**config.mk**
```make
export PLATFORM = sky130hd
export DESIGN_NAME = dcache_tag_array
export DESIGN_NICKNAME = d
export VERILOG_FILES = /design/src/logic/dcache_pkg.sv /design/src/logic/dcache_tag_array.sv
export SDC_FILE = /design/constraint.sdc
export NUM_CORES = 1
export LEC_CHECK = 0
export BUFFER_PORTS_ARGS = -buffer_cell sky130_fd_sc_hd__buf_4
export CORE_MARGIN = 8
export CORE_UTILIZATION = 55
export CTS_CLUSTER_SIZE = 25
export DETAILED_ROUTE_END_ITERATION = 10
export PLACE_DENSITY_LB_ADDON = 0.08
export SETUP_SLACK_MARGIN = 0.15
export SLEW_MARGIN = 20
export SYNTH_ARGS = -nofsm -noshare
export SYNTH_HDL_FRONTEND = slang
export SYNTH_SLANG_ARGS = --single-unit
```
**constraint.sdc**
```tcl
create_clock -name clk -period 5 [get_ports clk]
set_clock_uncertainty 0.1 [all_clocks]
set_input_delay 0 -clock clk [delete_from_list [all_inputs] [get_ports clk]]
set_output_delay 0 -clock clk [all_outputs]
set_load 0.01 [all_outputs]
```
**src/logic/dcache_pkg.sv**
```systemverilog
package dcache_pkg;

	// bus and datapath widths
	localparam int ADDR_W     = 32;
	localparam int DATA_W     = 64;
	localparam int STRB_W     = 8;

	// one sram row carries two bus beats
	localparam int LINE_W     = 128;

	// cache geometry, 64-byte lines
	localparam int NUM_WAYS   = 4;
	localparam int NUM_SETS   = 16;
	localparam int TAG_W      = 22;
	localparam int LINE_BEATS = 8;

	// request address as the bus sees it and as the cache splits it
	typedef union packed {
		logic [ADDR_W-1:0] raw;
		struct packed {
			logic [TAG_W-1:0]            tag;
			// set selects the line slot in every way
			logic [$clog2(NUM_SETS)-1:0] set_idx;
			// 128-bit row inside the line
			logic [1:0]                  row;
			// which 64-bit half of the row
			logic                        half;
			logic [2:0]                  offset;
		} fields;
	} dcache_addr_u;

endpackage

```
**src/logic/dcache_tag_array.sv**
```systemverilog
`timescale 1ns/1ps

module dcache_tag_array (
	input  logic                              clk,
	input  logic                              rst,
	input  dcache_pkg::dcache_addr_u          lookup_addr,
	output logic [dcache_pkg::NUM_WAYS-1:0]   hit_way,
	input  logic                              fill_en,
	input  logic [dcache_pkg::NUM_WAYS-1:0]   fill_way
);

	// one valid bit and one tag per set, per way
	logic [dcache_pkg::NUM_SETS-1:0] valid [dcache_pkg::NUM_WAYS];
	logic [dcache_pkg::TAG_W-1:0]    tags  [dcache_pkg::NUM_WAYS][dcache_pkg::NUM_SETS];

	// valid bits are control state and come up cleared
	always_ff @(posedge clk) begin
		if (rst) begin
			for (int w = 0; w < dcache_pkg::NUM_WAYS; w++) begin
				valid[w] <= '0;
			end
		end else if (fill_en) begin
			for (int w = 0; w < dcache_pkg::NUM_WAYS; w++) begin
				// only the victim way is marked
				if (fill_way[w]) begin
					valid[w][lookup_addr.fields.set_idx] <= 1'b1;
				end
			end
		end
	end

	// tag install on the last beat of a fill
	always_ff @(posedge clk) begin
		if (fill_en) begin
			for (int w = 0; w < dcache_pkg::NUM_WAYS; w++) begin
				if (fill_way[w]) begin
					tags[w][lookup_addr.fields.set_idx] <= lookup_addr.fields.tag;
				end
			end
		end
	end

	// all four ways compared in parallel
	// at most one way can match since a line is only filled on a miss
	always_comb begin
		for (int w = 0; w < dcache_pkg::NUM_WAYS; w++) begin
			hit_way[w] = valid[w][lookup_addr.fields.set_idx] &&
				(tags[w][lookup_addr.fields.set_idx] == lookup_addr.fields.tag);
		end
	end

endmodule

```
## After elaboration in Yosys (flattened, before gate mapping)

Memory sizes are Yosys's and may differ from the RTL's.
Cells that the tools add are included.

- Input bits: 39
- Word-level logic and storage cells: 191
- Register bits after elaboration: 0
- Bits in writable memories: 1472
- Memories: 2
- Output and inout bits: 4

Memories:

| name | words | width | rd ports | clocked after memory_dff | write ports | line | source |
|---|---|---|---|---|---|---|---|
| tags | 4 | 352 | 4 | 0 | 4 | dcache_tag_array.sv:14 | `logic [dcache_pkg::TAG_W-1:0] tags [dcache_pkg::NUM_WAYS][dcache_pkg::NUM_SETS];` |
| valid | 4 | 16 | 4 | 0 | 4 | dcache_tag_array.sv:13 | `logic [dcache_pkg::NUM_SETS-1:0] valid [dcache_pkg::NUM_WAYS];` |

- Bitwise operators: 65
- Order comparisons: 4
- Reductions and logical operators: 6
- Multiplexer cells: 110
- Eq/ne operators: 4

Operators with widths:

| operator | number |
|---|---|
| 352-bit 2-to-1 mux | 4 |
| 22-bit binary-select mux with 4-bit select | 4 |
| 22-bit 2-to-1 mux | 9 |
| 22-bit demux with 4-bit select | 1 |
| 22-bit == test | 4 |
| 1-bit 2-to-1 mux | 83 |
| 16-bit 2-to-1 mux | 4 |
| 1-bit OR | 64 |
| 1-bit binary-select mux with 4-bit select | 4 |
| 1-bit logical AND | 6 |
| 5-bit greater-or-equal comparator, second input constant | 1 |
| 4-bit by 5-bit < comparator with 1-bit output, second input constant | 1 |
| 5-bit by 1-bit < comparator with 1-bit output, second input constant | 1 |
| 4-bit NOT with 5-bit output | 1 |
| 1-bit demux with 4-bit select | 1 |
| 4-bit by 1-bit greater-or-equal comparator with 1-bit output, second input constant | 1 |

## Logic depth before layout (Yosys ltp)

- Word-level depth: 6
- Gate-level depth with buffers: 13

## Least setup slack after synthesis

Ideal clock, no wire load.

- Kind: input-to-reg
- Start point: input port lookup_addr[8] in the netlist's numbering
- End point: memory tags[1][220] in the netlist's numbering, enable pin
- Data required time: 4.469 ns
- Data arrival time: 3.360 ns
- Stages: 9
- Setup time: 0.431 ns
- Slack: 1.109 ns
- Cell sequence: buf_2 > buf_2 > buf_2 > buf_2 > buf_2 > clkbuf_1 > nand2_1 > clkbuf_1 > nor3_1

RTL lines:

| element | line | source |
|---|---|---|
| from (decl) | dcache_tag_array.sv:6 | `input dcache_pkg::dcache_addr_u lookup_addr,` |
| to (decl) | dcache_tag_array.sv:14 |  |

## Worst setup path after layout

- Start point: input port lookup_addr[7] in the netlist's numbering
- End point: output port hit_way[3] in the netlist's numbering

- Cells in the longest elaborated chain, start to end: 6
- Elaborated cells on any way between the ends: 8
- Classes of those cells: 1 x eq/ne; 5 x mux; 1 x bitwise; 1 x reduce/logical

Ends and longest elaborated chain:

| element | line | source |
|---|---|---|
| 4-bit NOT with 5-bit output (implied by the code) | dcache_tag_array.sv:48 | `(tags[w][lookup_addr.fields.set_idx] == lookup_addr.fields.tag);` |
| 22-bit binary-select mux with 4-bit select | dcache_tag_array.sv:48 |  |
| 22-bit 2-to-1 mux (implied by the code) (2 in series) | dcache_tag_array.sv:48 |  |
| 22-bit == test | dcache_tag_array.sv:48 |  |
| 1-bit logical AND * | dcache_tag_array.sv:47 | `hit_way[w] = valid[w][lookup_addr.fields.set_idx] &&` |
| to (decl) | dcache_tag_array.sv:7 | `output logic [dcache_pkg::NUM_WAYS-1:0] hit_way,` |

Mark *: on every way between the ends. The rest lies on a longest branch, timed or not. The select of a mux whose other input is x is not followed.

==> results_dict.tcl <==
set metrics [dict create \
    ios 43 \
    crit_path_end_kind "primary output" \
    dieWidth_um 340 \
    reg2reg_to "valid[0][31]" \
    routed_wl_um 143000 \
    placed_cell_area_sq_um 60500 \
    max_freq_ghz 0.247 \
    cts_hold_repair.buffers 26 \
    clk_path_buf_depth 3 \
    final_layout_size_suffix_gt1_frac 0.277 \
    slowest_stage "nor4_1" \
    hold_start "lookup_addr[10]" \
    post_cts_buffers 0 \
    setup-tns-final_ns 0 \
    root_buffer "clkbuf_16" \
    fp.dieH_um 340 \
    vias 28761 \
    clkSinkCount 1472 \
    synth_edf_count 1424 \
    cp_cell_sequence "buf_8 > buf_4 > buf_4 > mux4_2 > mux4_2 > xnor2_1 > nor4_1 > nand4_1 > nor4_1 > buf_4" \
    synth_cells 2783 \
    crit_type "input port to primary output" \
    synth_nets 2822 \
    cts_resized 0 \
    start_kind "input port" \
    hold_viol 0 \
    r2r_start "valid[0][31]" \
    h-tree-depth 4 \
    drc 0 \
    ff2ff_path_depth 2 \
    cp_common_cell "buf_4" \
    core-area_sq_um 105000 \
    ys_warn_count 0 \
    vdd_drop_max_v 0.000312 \
    dieArea_sq_um 116000 \
    cts_buffers 150 \
    portBuffers 36 \
    ant_nets 0 \
    drv_cap 0 \
    async_flop_share 0 \
    utilization 0.625 \
    final_common_cell "edfxtp_1" \
    fillCellCount 7266 \
    status "finished, final reports clean" \
    setup_viol 0 \
    hold_depth 2 \
    synth-seq-cells 1472 \
    grt_pass1_vias 29674 \
    dr.first_iter.drc_count 3388 \
    viasPerCell 6.39 \
    rows 119 \
    gp_congestion 0.788 \
    grt_overflow 0 \
    worst-path-max-fanout 84 \
    dp_hpwl_um 79700 \
    stdcell_area_sq_um 65500 \
    hold_class "input port to register" \
    slew-limit-headroom 0.245 \
    synth_cell_types 65 \
    fin_nets 3028 \
    syn_to_final_growth_pct 13.3 \
    ys.flop_type "edfxtp_1" \
    layout_common_cells "1424 x edfxtp_1, 355 x mux4_2, 176 x buf_4, 157 x clkbuf_16, 131 x nor2_1" \
    seq_area_frac_synth 0.756 \
    first_pass_iters 6 \
    tritoncts "built" \
    post_drt_wl_per_cell_um 31.7 \
    worst_pin_slew_ns 1.13 \
    min_period_ns 4.05 \
    power.density_nw_per_um2 398 \
    syn_area_sq_um 57800 \
    antenna_found_initial 5 \
    syn_avg_cell_area_sq_um 20.8 \
    rsz0062_at_grt "no" \
    cp_data_required_time_ns 4.90 \
    post-route-period-util 0.811 \
    initial_utilization 0.552 \
    clkTransAtPathRegs_ns 0.06 \
    grt_pass1_wl_um 206000 \
    critPathMaxStageDelay_ns 0.70 \
    min_to "tags[1][176]" \
    p_leak_nw 20.9 \
    track_usage 0.246 \
    insertion_delay_ns 0.73 \
    crit_arrival_ns 3.95 \
    slew_viol_final 0 \
    ff2ff_setup_slack_ns 4.24 \
    grt_max_degree 85 \
]
-- worst max path at each step --
stage / startpoint / endpoint / cells after the start
after CTS: lookup_addr[7] / hit_way[3] / 10
after floorplan: lookup_addr[8] / tags[1][220] / 9
final: lookup_addr[7] / hit_way[3] / 10
after global routing: lookup_addr[7] / hit_way[3] / 10
after detailed placement: lookup_addr[7] / hit_way[3] / 10
after global placement: lookup_addr[7] / hit_way[3] / 10
-- synthesized netlist by cell type (all sizes together) (4+ instances only) --
| cell type | n | area [sq um] |
|---|---|---|
| edfxtp | 1424 | 42800 |
| mux4 | 355 | 8000 |
| nor2 | 145 | 544 |
| buf | 102 | 692 |
| mux2i | 101 | 1010 |
| nor3 | 69 | 345 |
| nand2 | 64 | 240 |
| xnor2 | 60 | 526 |
| clkbuf | 57 | 214 |
| dfxtp | 48 | 961 |
| o21ai | 32 | 160 |
| a21oi | 28 | 140 |
| mux2 | 28 | 315 |
| o22ai | 27 | 169 |
| a22oi | 26 | 195 |
| a221oi | 20 | 200 |
| inv | 20 | 75.1 |
| nor4 | 15 | 100 |
| or2 | 14 | 87.6 |
| a31oi | 12 | 75.1 |
| nor2b | 11 | 68.8 |
| a22o | 10 | 87.6 |
| nand2b | 10 | 62.6 |
| nand3 | 9 | 45.0 |
| xor2 | 8 | 70.1 |
| and2 | 7 | 43.8 |
| nand4 | 7 | 43.8 |
| o211ai | 7 | 52.6 |
| a2111oi | 6 | 52.6 |
| a211oi | 5 | 37.5 |
| and3 | 5 | 31.3 |
| o32ai | 5 | 43.8 |
| a221o | 4 | 40.0 |
-- per-layer routing --
metal	track usage	wire length [um]	vias up
met2	0.396	69500	1257
li1	-	-	11978
met4	0.0754	4100	0
met3	0.0494	11200	215
met5	0	0	-
met1	0.343	58100	15311
-- critical path, delay by kind of cell --
kind                      cells  cell delay [ns]
and+or+nand+nor               3             1.15
buffers and inverters         4             1.66
xor gates and xnor gates      1             0.15
muxes                         2             0.86
-- stage by stage --
| stage | hold slack [ns] | std cells | total power, mW | setup slack [ns] |
|---|---|---|---|---|
| after detailed placement | 0.272 | 4202 | 15.5 | 0.995 |
| after global routing | 0.0659 | 4501 | 26.8 | 0.729 |
| after global placement | 0.251 | 4202 | 15.4 | 0.925 |
| after CTS | 0.0169 | 4501 | 26.3 | 0.991 |
| final | 0.0858 | 4502 | 26.1 | 0.947 |
| after floorplan | -0.00113 | 2783 | 14.8 | 1.11 |
-- state kept, by name, indices dropped and copies added (netlist names) --
| signal | count |
|---|---|
| tags | 1408 |
| valid | 64 |
-- power breakdown --
part	switching, mW	total [mW]	internal [mW]
clock	4.46	10.8	6.38
combinational	0.942	1.51	0.571
sequential	0.0352	13.7	13.7
-- final cells by class --
cell class / instances / area, sq um / share of cell area
repair buffers: 213 / 1780 / 0.0272
diodes: 1 / 2.50 / 0.0000382
inverters: 23 / 88.8 / 0.00136
multi-input cells: 1129 / 13400 / 0.205
clock buffers: 207 / 4210 / 0.0642
clock inverters: 66 / 558 / 0.00852
flip-flops and latches: 1472 / 43700 / 0.668
well taps: 1391 / 1740 / 0.0266
-- cells by family after synthesis --
kind of cell              count (synthesis)  synth area share
AOI/OAI and AO/OA                       210            0.0259
xor gates and xnor gates                 68            0.0103
buffers and inverters                   182            0.0172
DFF                                    1472             0.756
muxes                                   484             0.161
and+or+nand+nor                         367            0.0294
Note: power is estimated with default switching activity, not from simulation.
