### src/logic/dcache_pkg.sv
package dcache_pkg;

	// bus and datapath widths
	localparam int ADDR_W     = 32;
	localparam int DATA_W     = 64;
	localparam int STRB_W     = 8;

	// one sram row carries two bus beats
	localparam int LINE_W     = 128;

	// cache geometry, 64-byte lines
	localparam int NUM_WAYS   = 4;
	localparam int NUM_SETS   = 16;
	localparam int TAG_W      = 22;
	localparam int LINE_BEATS = 8;

	// request address as the bus sees it and as the cache splits it
	typedef union packed {
		logic [ADDR_W-1:0] raw;
		struct packed {
			logic [TAG_W-1:0]            tag;
			// set selects the line slot in every way
			logic [$clog2(NUM_SETS)-1:0] set_idx;
			// 128-bit row inside the line
			logic [1:0]                  row;
			// which 64-bit half of the row
			logic                        half;
			logic [2:0]                  offset;
		} fields;
	} dcache_addr_u;

endpackage

### src/logic/dcache_ctrl.sv
`timescale 1ns/1ps

module dcache_ctrl (
	input  logic                                clk,
	input  logic                                rst,
	input  logic                                valid,
	input  dcache_pkg::dcache_addr_u            addr,
	input  logic                                wren,
	input  logic [dcache_pkg::DATA_W-1:0]       din,
	input  logic [dcache_pkg::DATA_W-1:0]       mask,
	output logic                                ready,
	output logic [dcache_pkg::DATA_W-1:0]       dout,
	input  logic [dcache_pkg::NUM_WAYS-1:0]     hit_way,
	output logic                                fill_en,
	output logic [dcache_pkg::NUM_WAYS-1:0]     fill_way,
	output logic [dcache_pkg::NUM_WAYS-1:0]     sram_cen,
	output logic                                sram_wen,
	output logic [dcache_pkg::LINE_W-1:0]       sram_bwen,
	output logic [5:0]                          sram_row,
	output logic [dcache_pkg::LINE_W-1:0]       sram_wdata,
	input  logic [dcache_pkg::LINE_W-1:0]       sram_rdata0,
	input  logic [dcache_pkg::LINE_W-1:0]       sram_rdata1,
	input  logic [dcache_pkg::LINE_W-1:0]       sram_rdata2,
	input  logic [dcache_pkg::LINE_W-1:0]       sram_rdata3,
	output logic [dcache_pkg::ADDR_W-1:0]       araddr,
	output logic                                arvalid,
	input  logic                                arready,
	input  logic [dcache_pkg::DATA_W-1:0]       rdata,
	input  logic                                rvalid,
	input  logic                                rlast,
	output logic [dcache_pkg::ADDR_W-1:0]       awaddr,
	output logic                                awvalid,
	input  logic                                awready,
	output logic [dcache_pkg::DATA_W-1:0]       wdata,
	output logic [dcache_pkg::STRB_W-1:0]       wstrb,
	output logic                                wvalid,
	input  logic                                wready,
	input  logic                                bvalid,
	input  logic [1:0]                          bresp
);

	localparam logic [1:0] S_IDLE  = 2'd0;
	localparam logic [1:0] S_FILL  = 2'd1;
	localparam logic [1:0] S_WDATA = 2'd2;
	localparam logic [1:0] S_WRESP = 2'd3;
	localparam logic [dcache_pkg::DATA_W-1:0] ONES = '1;

	logic [1:0] state, state_nxt;
	logic [2:0] beat_cnt;
	logic [dcache_pkg::NUM_WAYS-1:0] victim, hit_q;
	logic [dcache_pkg::LINE_W-1:0] sram_line [dcache_pkg::NUM_WAYS];
	logic [dcache_pkg::LINE_W-1:0] line_sel;
	logic b_done, hit, req, resp_ok, fill_beat;

	assign hit       = |hit_way;
	// nothing new starts in the cycle ready is high
	assign req       = valid && !ready && (state == S_IDLE);
	// response may arrive while the refetch address is still stalled
	assign resp_ok   = (bvalid && (bresp == 2'b00)) || b_done;
	assign fill_beat = (state == S_FILL) && rvalid;

	// read miss from idle, write miss after the write response
	assign arvalid = (req && !wren && !hit) || ((state == S_WRESP) && resp_ok && !hit);
	assign awvalid = req && wren;
	assign wvalid  = (state == S_WDATA);
	assign araddr  = {addr.raw[dcache_pkg::ADDR_W-1:6], 6'b0};
	assign awaddr  = addr.raw;
	assign wdata   = din;
	assign fill_en  = fill_beat && rlast;
	assign fill_way = victim;

	// mask lanes are all ones or all zeros, bit 0 of each lane is enough
	always_comb begin
		for (int b = 0; b < dcache_pkg::STRB_W; b++) begin
			wstrb[b] = mask[8*b];
		end
	end

	always_comb begin
		state_nxt = state;
		case (state)
			S_IDLE: begin
				if (arvalid && arready) begin
					state_nxt = S_FILL;
				end else if (awvalid && awready) begin
					state_nxt = S_WDATA;
				end
			end
			S_FILL:  if (rvalid && rlast) state_nxt = S_IDLE;
			S_WDATA: if (wready) state_nxt = S_WRESP;
			default: begin
				if (resp_ok && hit) begin
					state_nxt = S_IDLE;
				end else if (resp_ok && arready) begin
					state_nxt = S_FILL;
				end
			end
		endcase
	end

	always_ff @(posedge clk) begin
		if (rst) begin
			state  <= S_IDLE;
			victim <= 4'b0001;
			ready  <= 1'b0;
			hit_q  <= '0;
			b_done <= 1'b0;
		end else begin
			state  <= state_nxt;
			// victim rotates while idle and is frozen through a fill
			if (state == S_IDLE) begin
				victim <= {victim[dcache_pkg::NUM_WAYS-2:0], victim[dcache_pkg::NUM_WAYS-1]};
			end
			// read hit, write hit after bvalid, or write miss after rlast
			ready  <= (req && !wren && hit) || ((state == S_WRESP) && resp_ok && hit) ||
				(fill_beat && rlast && wren);
			hit_q  <= (req && !wren) ? hit_way : '0;
			b_done <= (state == S_WRESP) && resp_ok && (state_nxt == S_WRESP);
		end
	end

	// beat counter only runs inside a fill
	always_ff @(posedge clk) begin
		if (rst || state != S_FILL) begin
			beat_cnt <= 3'd0;
		end else if (rvalid) begin
			beat_cnt <= beat_cnt + 3'd1;
		end
	end

	// beat k goes to row k/2, even beats low half, odd beats high half
	always_comb begin
		sram_cen   = '1;
		sram_wen   = 1'b1;
		sram_bwen  = '1;
		sram_row   = {addr.fields.set_idx, addr.fields.row};
		sram_wdata = {din, din};
		if (fill_beat) begin
			sram_cen   = ~victim;
			sram_wen   = 1'b0;
			sram_row   = {addr.fields.set_idx, beat_cnt[2:1]};
			sram_wdata = {rdata, rdata};
			sram_bwen  = beat_cnt[0] ? {~ONES, ONES} : {ONES, ~ONES};
		end else if (req && hit) begin
			// read or write of the hitting way
			sram_cen = ~hit_way;
			sram_wen = !wren;
			if (wren) begin
				sram_bwen = addr.fields.half ? {~mask, ONES} : {ONES, ~mask};
			end
		end
	end

	assign sram_line[0] = sram_rdata0;
	assign sram_line[1] = sram_rdata1;
	assign sram_line[2] = sram_rdata2;
	assign sram_line[3] = sram_rdata3;

	// the way captured with ready picks the row, addr picks the half
	always_comb begin
		line_sel = '0;
		for (int w = 0; w < dcache_pkg::NUM_WAYS; w++) begin
			if (hit_q[w]) begin
				line_sel = sram_line[w];
			end
		end
	end

	assign dout = addr.fields.half ? line_sel[127:64] : line_sel[63:0];

endmodule

### config.mk
export PLATFORM = sky130hd
export DESIGN_NAME = dcache_ctrl
export DESIGN_NICKNAME = d
export VERILOG_FILES = /design/src/logic/dcache_pkg.sv /design/src/logic/dcache_ctrl.sv
export SDC_FILE = /design/constraint.sdc
export NUM_CORES = 1
export LEC_CHECK = 0
export BUFFER_PORTS_ARGS = -buffer_cell sky130_fd_sc_hd__buf_2
export CORE_AREA = 3 3 481 483
export CTS_CLUSTER_SIZE = 40
export DETAILED_ROUTE_END_ITERATION = 12
export DIE_AREA = 0 0 484 486
export GPL_TIMING_DRIVEN = 0
export PLACE_DENSITY = 0.3
export SLEW_MARGIN = 10
export SYNTH_ARGS = -nofsm -noshare
export SYNTH_HDL_FRONTEND = slang
export SYNTH_SLANG_ARGS = --single-unit
export TNS_END_PERCENT = 10
### constraint.sdc
create_clock -name clk -period 5.3 [get_ports clk]
set_input_delay 1.06 -clock clk [delete_from_list [all_inputs] [get_ports clk]]
set_output_delay 1.06 -clock clk [all_outputs]
set_load 0.01 [all_outputs]
# Word level (Yosys, flattened, before mapping)
# Cells that the tools add are included.
# op_classes
addsub,1
eq_ne,5
muxes,23
bitwise,4
reduce_logical,32
# ops
op,n
128-bit 2-to-1 mux,10
64-bit 2-to-1 mux,1
64-bit inverter,1
1-bit logical AND,20
2-bit 2-to-1 mux,7
4-bit 2-to-1 mux,2
4-bit inverter,2
"2-bit == test, second input constant",3
2-bit case mux with 3 select lines,1
1-bit logical OR,5
2-bit zero test,2
4-bit OR reduction,1
"3-bit by 1-bit adder with 3-bit output, second input constant",1
1-bit zero test,3
"2-bit by 1-bit == test with 1-bit output, second input constant",1
1-bit 2-to-1 mux,2
"2-bit by 1-bit inequality test with 1-bit output, second input constant",1
2-bit OR reduction,1
1-bit inverter,1
# word_totals
reg_bits,15
inputBits,752
out_inout_bits,476

# Longest topological paths before layout
# Gate-level depths: netlist of run 1.
# depth
word_depth,11
depth_mapped,7
mapped_depth_nobuf,4

# Least setup slack after synthesis of run 1
# OpenSTA, ideal clock, no wires.
# synth_path
kind,in2out
startpoint,input port addr[3] (netlist bit)
endpoint,output port dout[41] (netlist bit)
t_arrival_ns,2.574
required_ns,4.240
setup_slack_ns,1.666
path_stages,6
cell_sequence,clkbuf_1 > clkbuf_1 > clkbuf_1 > mux2_2 > a22oi_1 > o21ai_0
# synth_between
elab_chain_len,1
# synth_rtl
element,line,source
start: declaration,dcache_ctrl.sv:7,"input dcache_pkg::dcache_addr_u addr,"
64-bit 2-to-1 mux,dcache_ctrl.sv:169,assign dout = addr.fields.half ? line_sel[127:64] : line_sel[63:0];
end: declaration,dcache_ctrl.sv:12,"output logic [dcache_pkg::DATA_W-1:0] dout,"
# Every way passes these cells.

# Final worst setup path of run 1
# layout_path
startpoint,input port addr[3] (netlist bit)
endpoint,output port dout[14] (netlist bit)
# Same word-level chain as after synthesis.

==> results.sh, run 1 <==
export IMPL_critPathMaxFanout=10
export IMPL_crit_required_ns=4.24
export IMPL_cts_htree_levels=1
export IMPL_cts_buffers=3
export IMPL_power_clock_fraction_pct=9.0
export IMPL_wl_met3_mm=15.4
export IMPL_setup_ws_ns=0.326
export IMPL_crit_arrival_ns=3.91
export IMPL_drv_cap=0
export IMPL_num_vias=16100
export IMPL_die_area_mm2=0.235
export IMPL_critPathCaptureType="output port"
export IMPL_io_pins=1228
export IMPL_num_rows=175
export IMPL_place_congestion=0.924
export IMPL_grt_overflow=0
export IMPL_antenna_found_initial=140
export IMPL_cts_root_buf="clkbuf_16"
export IMPL_wl_met2_mm=76.1
export IMPL_power_density_mw_per_mm2=99.2
export IMPL_area_delta_synth_final_pct=117
export IMPL_insertion_delay_ns=0.27
export IMPL_reg2reg_slack_ns=3.28
export IMPL_synth_edf_count=0
export IMPL_leakagePower_nw=7.91
export IMPL_synth_cell_types=43
export IMPL_finalCriticalPeriod_ns=4.97
export IMPL_core_mm2=0.227
export IMPL_drt_first_pass_iters=4
export IMPL_final_nets=3289
export IMPL_ir_worst_vdd_uv=83.0
export IMPL_pwr_share_comb_pct=84.4
export IMPL_fmax_mhz=201
export IMPL_wirelength_mm=163
export IMPL_die_w_um=484
export IMPL_synth_flop_cell="dfxtp_1"
export IMPL_grt_usage_pct=13.2
export IMPL_wl_per_cell_um=29.3
export IMPL_r2r_end="state[0]"
export IMPL_path_cells="clkbuf_2 > clkbuf_4 > buf_2 > mux2_2 > a22oi_1 > o21ai_0 > buf_2"
export IMPL_reg2reg_depth=3
export IMPL_yosysSeqAreaShare_pct=3.47
export IMPL_intPower_w=0.000851
export IMPL_worst_slew_pin_slew_ns=1.15
export IMPL_clockBufferDepth=2
export IMPL_port_buffers=1189
export IMPL_final_period_utilization_pct=93.9
export IMPL_crit_buf_inv=4
export IMPL_seqPwrFrac_pct=6.6
export IMPL_whs_endpoint="fill_way[3]"
export IMPL_drc=0
export IMPL_cp_slowest_cell="a22oi_1"
export IMPL_crit_family="buffers and inverters"
export IMPL_path_class="in -> out"
export IMPL_cpMostUsedCell="buf_2"
export IMPL_layoutNonFillerInstCount=5580
export IMPL_fin_setup_tns_ns=0
export IMPL_top_layer="met5"
export IMPL_drive_above_1_share_pct=63.0
export IMPL_die_y_um=486
export IMPL_preCtsSetupSlack_ns=-0.709
export IMPL_cts_sinks=15
export IMPL_dp_cells=5540
export IMPL_cts_tree="done"
export IMPL_setup_violations=0
export IMPL_async_flop_share_pct=0
export IMPL_hold_viol=0
export IMPL_p_sw_w=0.00101
export IMPL_sw_frac_of_total_pct=54.3
export IMPL_hold_depth=2
export IMPL_hold_buffers=0
export IMPL_ant_nets=0
export IMPL_cts_clk_slew_worst_paths_ns=0.05
export IMPL_dp_hpwl_mm=152
export IMPL_reg2reg_from="state[0]"
export IMPL_grt_max_degree=11
export IMPL_worstSetupStartpointType="input pin"
export IMPL_fin_worst_skew_ns=0.00151
export IMPL_yosys_warnings=0
export IMPL_hold_class="reg -> reg"
export IMPL_drt_iter0_drc=818
export IMPL_netlist_instances=1331
export IMPL_grt_pass1_vias=16200
export IMPL_grt_pass1_wl_mm=198
export IMPL_via_per_inst=2.88
export IMPL_initial_utilization_pct=3.81
export IMPL_status="finished, final reports clean"
export IMPL_synth_seq_cells=15
export IMPL_relSlewSlack_pct=23.0
export IMPL_hold_start="fill_way[2]"
export IMPL_slowest_delay_ns=0.50
export IMPL_maxSlewViolCount=0
export IMPL_syn_area_per_cell_um2=6.50
export IMPL_syn_cell_area_mm2=0.00865
export IMPL_m1WireLength_mm=64.9
export IMPL_rsz0062_at_grt="no"
worst max-delay path by stage:
| stage | to | startpoint | depth (start not counted) | slack (ns) |
|---|---|---|---|---|
| after CTS | dout[12] | addr[3] | 7 | 0.0008 |
| after global routing | dout[12] | addr[3] | 7 | 0.01 |
| after detailed placement | dout[45] | addr[3] | 8 | -0.71 |
| after global placement | dout[59] | addr[3] | 7 | -3.57 |
| after floorplan | dout[41] | addr[3] | 6 | 1.67 |
| final | dout[14] | addr[3] | 7 | 0.33 |
per-stage QoR:
step	hold WS [ns]	instance area, um2	utilization (%)	total power, W
2_1_floorplan	0.479	8670	-	0.000708
3_3_place_gp	0.498	18400	8.09	0.00173
3_5_place_dp	0.495	18500	8.15	0.00174
4_1_cts	0.511	18700	8.23	0.00193
5_1_grt	0.529	18700	8.25	0.00198
6_report	0.506	18800	8.27	0.00186
Yosys cell counts, drive strengths merged (2+ instances only):
cell type    n  area, um2
nand2      269       1010
buf        237       1720
a21oi      199        996
nand3b     129        968
mux2       128       1440
clkbuf     106        398
o21ai       71        355
a22oi       68        510
a32o        63        631
dfxtp       15        300
nor2         8       30.0
and2         6       37.5
inv          3       11.3
nand3        2       10.0
nor4         2       27.5
nor4b        2       17.5
state kept, by name, indices dropped and copies added (netlist names):
| register | flops |
|---|---|
| state | 2 |
| fill_way | 4 |
| ready | 1 |
| b_done | 1 |
| hit_q | 4 |
| beat_cnt | 3 |
metal layers:
layer / up-vias / global-route usage, %
met2: 1209 / 22.2
met4: 50 / 4.58
li1: 7019 / -
met1: 7572 / 15.4
met3: 240 / 4.45
met5: - / 0
kinds of logic after synthesis:
family	share of synthesized area [%]
AND/OR/NAND/NOR	25.1
buffers and inverters	24.6
adder cells (fa/ha/maj)	0.145
XOR/XNOR	0.202
flip-flops	3.47
AO/OA/AOI/OAI	29.7
other	0.0433
multiplexers	16.8
placed cells by master (no fill, tap or decap), types with 3 or more instances in the layout:
master | netlist | layout
inv_1 | 3 | 3
nand2_1 | 269 | 269
nor2_1 | 8 | 8
o21ai_0 | 71 | 70
buf_4 | 204 | 206
clkbuf_4 | 0 | 4
mux2_2 | 128 | 128
a32o_1 | 63 | 61
a21oi_1 | 199 | 198
diode_2 | 0 | 36
clkbuf_1 | 106 | 87
a22oi_2 | 0 | 13
buf_2 | 16 | 1206
conb_1 | 1 | 6
clkbuf_16 | 0 | 3
buf_6 | 6 | 9
dfxtp_1 | 15 | 15
nand3b_1 | 129 | 129
a22oi_1 | 68 | 55
buf_1 | 11 | 9
and2_1 | 6 | 6
clkbuf_2 | 0 | 16
tightest hold or removal path, stage by stage (launching register included):
cell and delay, ns:
dfxtp_1 0.34, nand2_1 0.07, a21oi_1 0.05
area by class of cell:
class | count | area (um2)
Antenna cell | 36 | 90.1
Multi-Input combinational cell | 975 | 6340
Clock buffer | 4 | 78.8
Sequential cell | 15 | 300
Buffer | 343 | 2160
Fill cell | 27200 | 208000
Tap cell | 3009 | 3760
Timing Repair Buffer | 1195 | 6050
Inverter | 3 | 11.3
power groups by stage:
stage          Combinational, W  Sequential, W  Clock (W)
6_report                0.00157       0.000123   0.000167
5_1_grt                 0.00168       0.000124   0.000180
4_1_cts                 0.00162       0.000123   0.000183
3_5_place_dp            0.00161       0.000126          0
3_3_place_gp            0.00160       0.000126          0
2_1_floorplan          0.000583       0.000125          0
repair_timing:
action                                  in CTS  in global routing
setup buffers                                0                  0
endpoints found under the setup margin      45                  0
resized for setup                           27                  0
(Power assumes the default switching activity.)
==> run 2, diff against run 1 <==
--- a/config.mk
+++ b/config.mk
@@ -6,12 +6,14 @@
 export NUM_CORES = 1
 export LEC_CHECK = 0
 export BUFFER_PORTS_ARGS = -buffer_cell sky130_fd_sc_hd__buf_2
+export CELL_PAD_IN_SITES_DETAIL_PLACEMENT = 1
+export CELL_PAD_IN_SITES_GLOBAL_PLACEMENT = 2
 export CORE_AREA = 3 3 481 483
 export CTS_CLUSTER_SIZE = 40
 export DETAILED_ROUTE_END_ITERATION = 12
 export DIE_AREA = 0 0 484 486
 export GPL_TIMING_DRIVEN = 0
-export PLACE_DENSITY = 0.3
+export PLACE_DENSITY = 0.37
 export SLEW_MARGIN = 10
 export SYNTH_ARGS = -nofsm -noshare
 export SYNTH_HDL_FRONTEND = slang
==> run 2 against run 1 <==
  * Critical path depth rose by 1
  * Count of clock-buffer cells in the layout unchanged
  * Non-clock buffer count is 1 lower
  * Fmax fell by 1.6%
  * Via count is 3.8% lower
  * Register-to-register slack better by 0.08 ns
  * Global-route usage decreased by 0.13 points
  * Largest power group unchanged
==> results.sh, run 2 (same netlist as run 1, synthesis figures left out) <==
export IMPL_grt_usage_pct=13.0
export IMPL_die_w_um=484
export IMPL_dp_hpwl_mm=151
export IMPL_seqCellArea_um2=300
export IMPL_clockBufferDepth=2
export IMPL_power_density_mw_per_mm2=100
export IMPL_cts_root_buf="clkbuf_16"
export IMPL_hold_class="reg -> reg"
export IMPL_cts_clk_slew_worst_paths_ns=0.06
export IMPL_final_nets=3288
export IMPL_die_area_mm2=0.235
export IMPL_critPathCaptureType="output port"
export IMPL_gr_usage_met2_pct=23.0
export IMPL_num_vias=15500
export IMPL_crit_arrival_ns=4.00
export IMPL_grt_pass1_vias=16700
export IMPL_wirelength_mm=161
export IMPL_drt_first_pass_iters=4
export IMPL_cts_sinks=15
export IMPL_initial_utilization_pct=3.81
export IMPL_via_per_inst=2.78
export IMPL_hold_depth=2
export IMPL_layout_commonest_cell="buf_2"
export IMPL_final_period_utilization_pct=95.4
export IMPL_critPathMaxFanout=10
export IMPL_drc=0
export IMPL_fillers=27800
export IMPL_crit_required_ns=4.24
export IMPL_reg2reg_depth=3
export IMPL_reg2reg_slack_ns=3.36
export IMPL_antenna_found_initial=106
export IMPL_cts_setup_buffers=0
export IMPL_dp_cells=5540
export IMPL_worstSetupStartpointType="register"
export IMPL_fmax_mhz=198
export IMPL_area_delta_synth_final_pct=116
export IMPL_leakagePower_nw=7.86
export IMPL_core_mm2=0.227
export IMPL_multi_input_area_mm2=0.00630
export IMPL_drt_iter0_drc=589
export IMPL_grtUsageMet1_pct=15.5
export IMPL_reg2reg_from="state[0]"
export IMPL_cts_htree_levels=1
export IMPL_finalCriticalPeriod_ns=5.06
export IMPL_whs_endpoint="fill_way[3]"
export IMPL_setup_violations=0
export IMPL_port_buffers=1189
export IMPL_status="finished, final reports clean"
export IMPL_grt_max_degree=11
export IMPL_layoutNonFillerInstCount=5577
export IMPL_place_congestion=0.863
export IMPL_rsz0062_at_grt="no"
export IMPL_fin_setup_tns_ns=0
export IMPL_hold_viol=0
export IMPL_num_rows=175
export IMPL_path_class="reg -> out"
export IMPL_hold_buffers=0
export IMPL_cts_buffers=3
export IMPL_relSlewSlack_pct=18.1
export IMPL_grt_pass1_wl_mm=198
export IMPL_grt_busiest_layer="met2"
export IMPL_worst_slew_pin_slew_ns=1.23
export IMPL_insertion_delay_ns=0.27
export IMPL_drv_cap=0
export IMPL_crit_start="state[1]"
export IMPL_final_cell_mix="buf_2, nand2_1, buf_4"
export IMPL_grtUsageMet3_pct=4.27
export IMPL_ant_nets=0
export IMPL_grt_overflow=0
export IMPL_cts_tree="done"
export IMPL_r2r_end="state[0]"
export IMPL_ir_worst_vdd_uv=83.4
export IMPL_hold_start="fill_way[2]"
export IMPL_power_w=0.00187
export IMPL_maxSlewViolCount=0
export IMPL_die_y_um=486
export IMPL_fin_worst_skew_ns=0.00639
export IMPL_cts_resized=10
export IMPL_io_pins=1228
export IMPL_fin_util_pct=8.23
export IMPL_wl_per_cell_um=29.0
export IMPL_drive_above_1_share_pct=62.3
## run 2: cell type report
| class | instances | area share [%] |
|---|---|---|
| multi-input combinational | 975 | 33.7 |
| buffer | 342 | 11.4 |
| timing repair buffer | 1195 | 32.3 |
| antenna | 34 | 0.455 |
| inverter | 3 | 0.0602 |
| clock buffer | 4 | 0.421 |
| sequential | 15 | 1.60 |
| tap | 3009 | 20.1 |
## run 2: per-stage QoR
| stage | hold WS (ns) | worst slack, ns | cell area, um2 |
|---|---|---|---|
| after floorplan | 0.479 | 1.67 | 8670 |
| after global placement | 0.499 | -2.24 | 18400 |
| after detailed placement | 0.506 | -0.807 | 18500 |
| after CTS | 0.516 | 0.0522 | 18600 |
| after global routing | 0.551 | 0.0796 | 18600 |
| final | 0.503 | 0.244 | 18700 |
## run 2: worst max path at each step
stage                      end  slack, ns  depth (start not counted)
2_1_floorplan         dout[41]       1.67                          6
3_3_place_gp          dout[62]      -2.24                          7
3_5_place_dp           dout[2]      -0.81                          7
4_1_cts               dout[59]       0.05                          7
5_1_grt                dout[1]       0.08                          7
6_report       sram_wdata[108]       0.24                          8
## run 2: routing by layer
layer	part of all wire, %	vias up
met1	42	7374
met4	1.6	58
met5	0.23	-
met2	49	887
met3	7.7	147
li1	-	7020
## run 2: critical path: stages (launching register included)
cell      delay (ns)
dfxtp_1         0.40
clkbuf_1        0.69
nand3b_1        0.43
clkbuf_1        0.56
buf_1           0.84
nand2_1         0.11
nand2_1         0.37
buf_4           0.18
buf_2           0.12
## run 2: power by group
part	internal, W	switching [W]
logic	0.000628	0.000954
registers	0.000118	0.00000556
clock network	0.000103	0.0000647
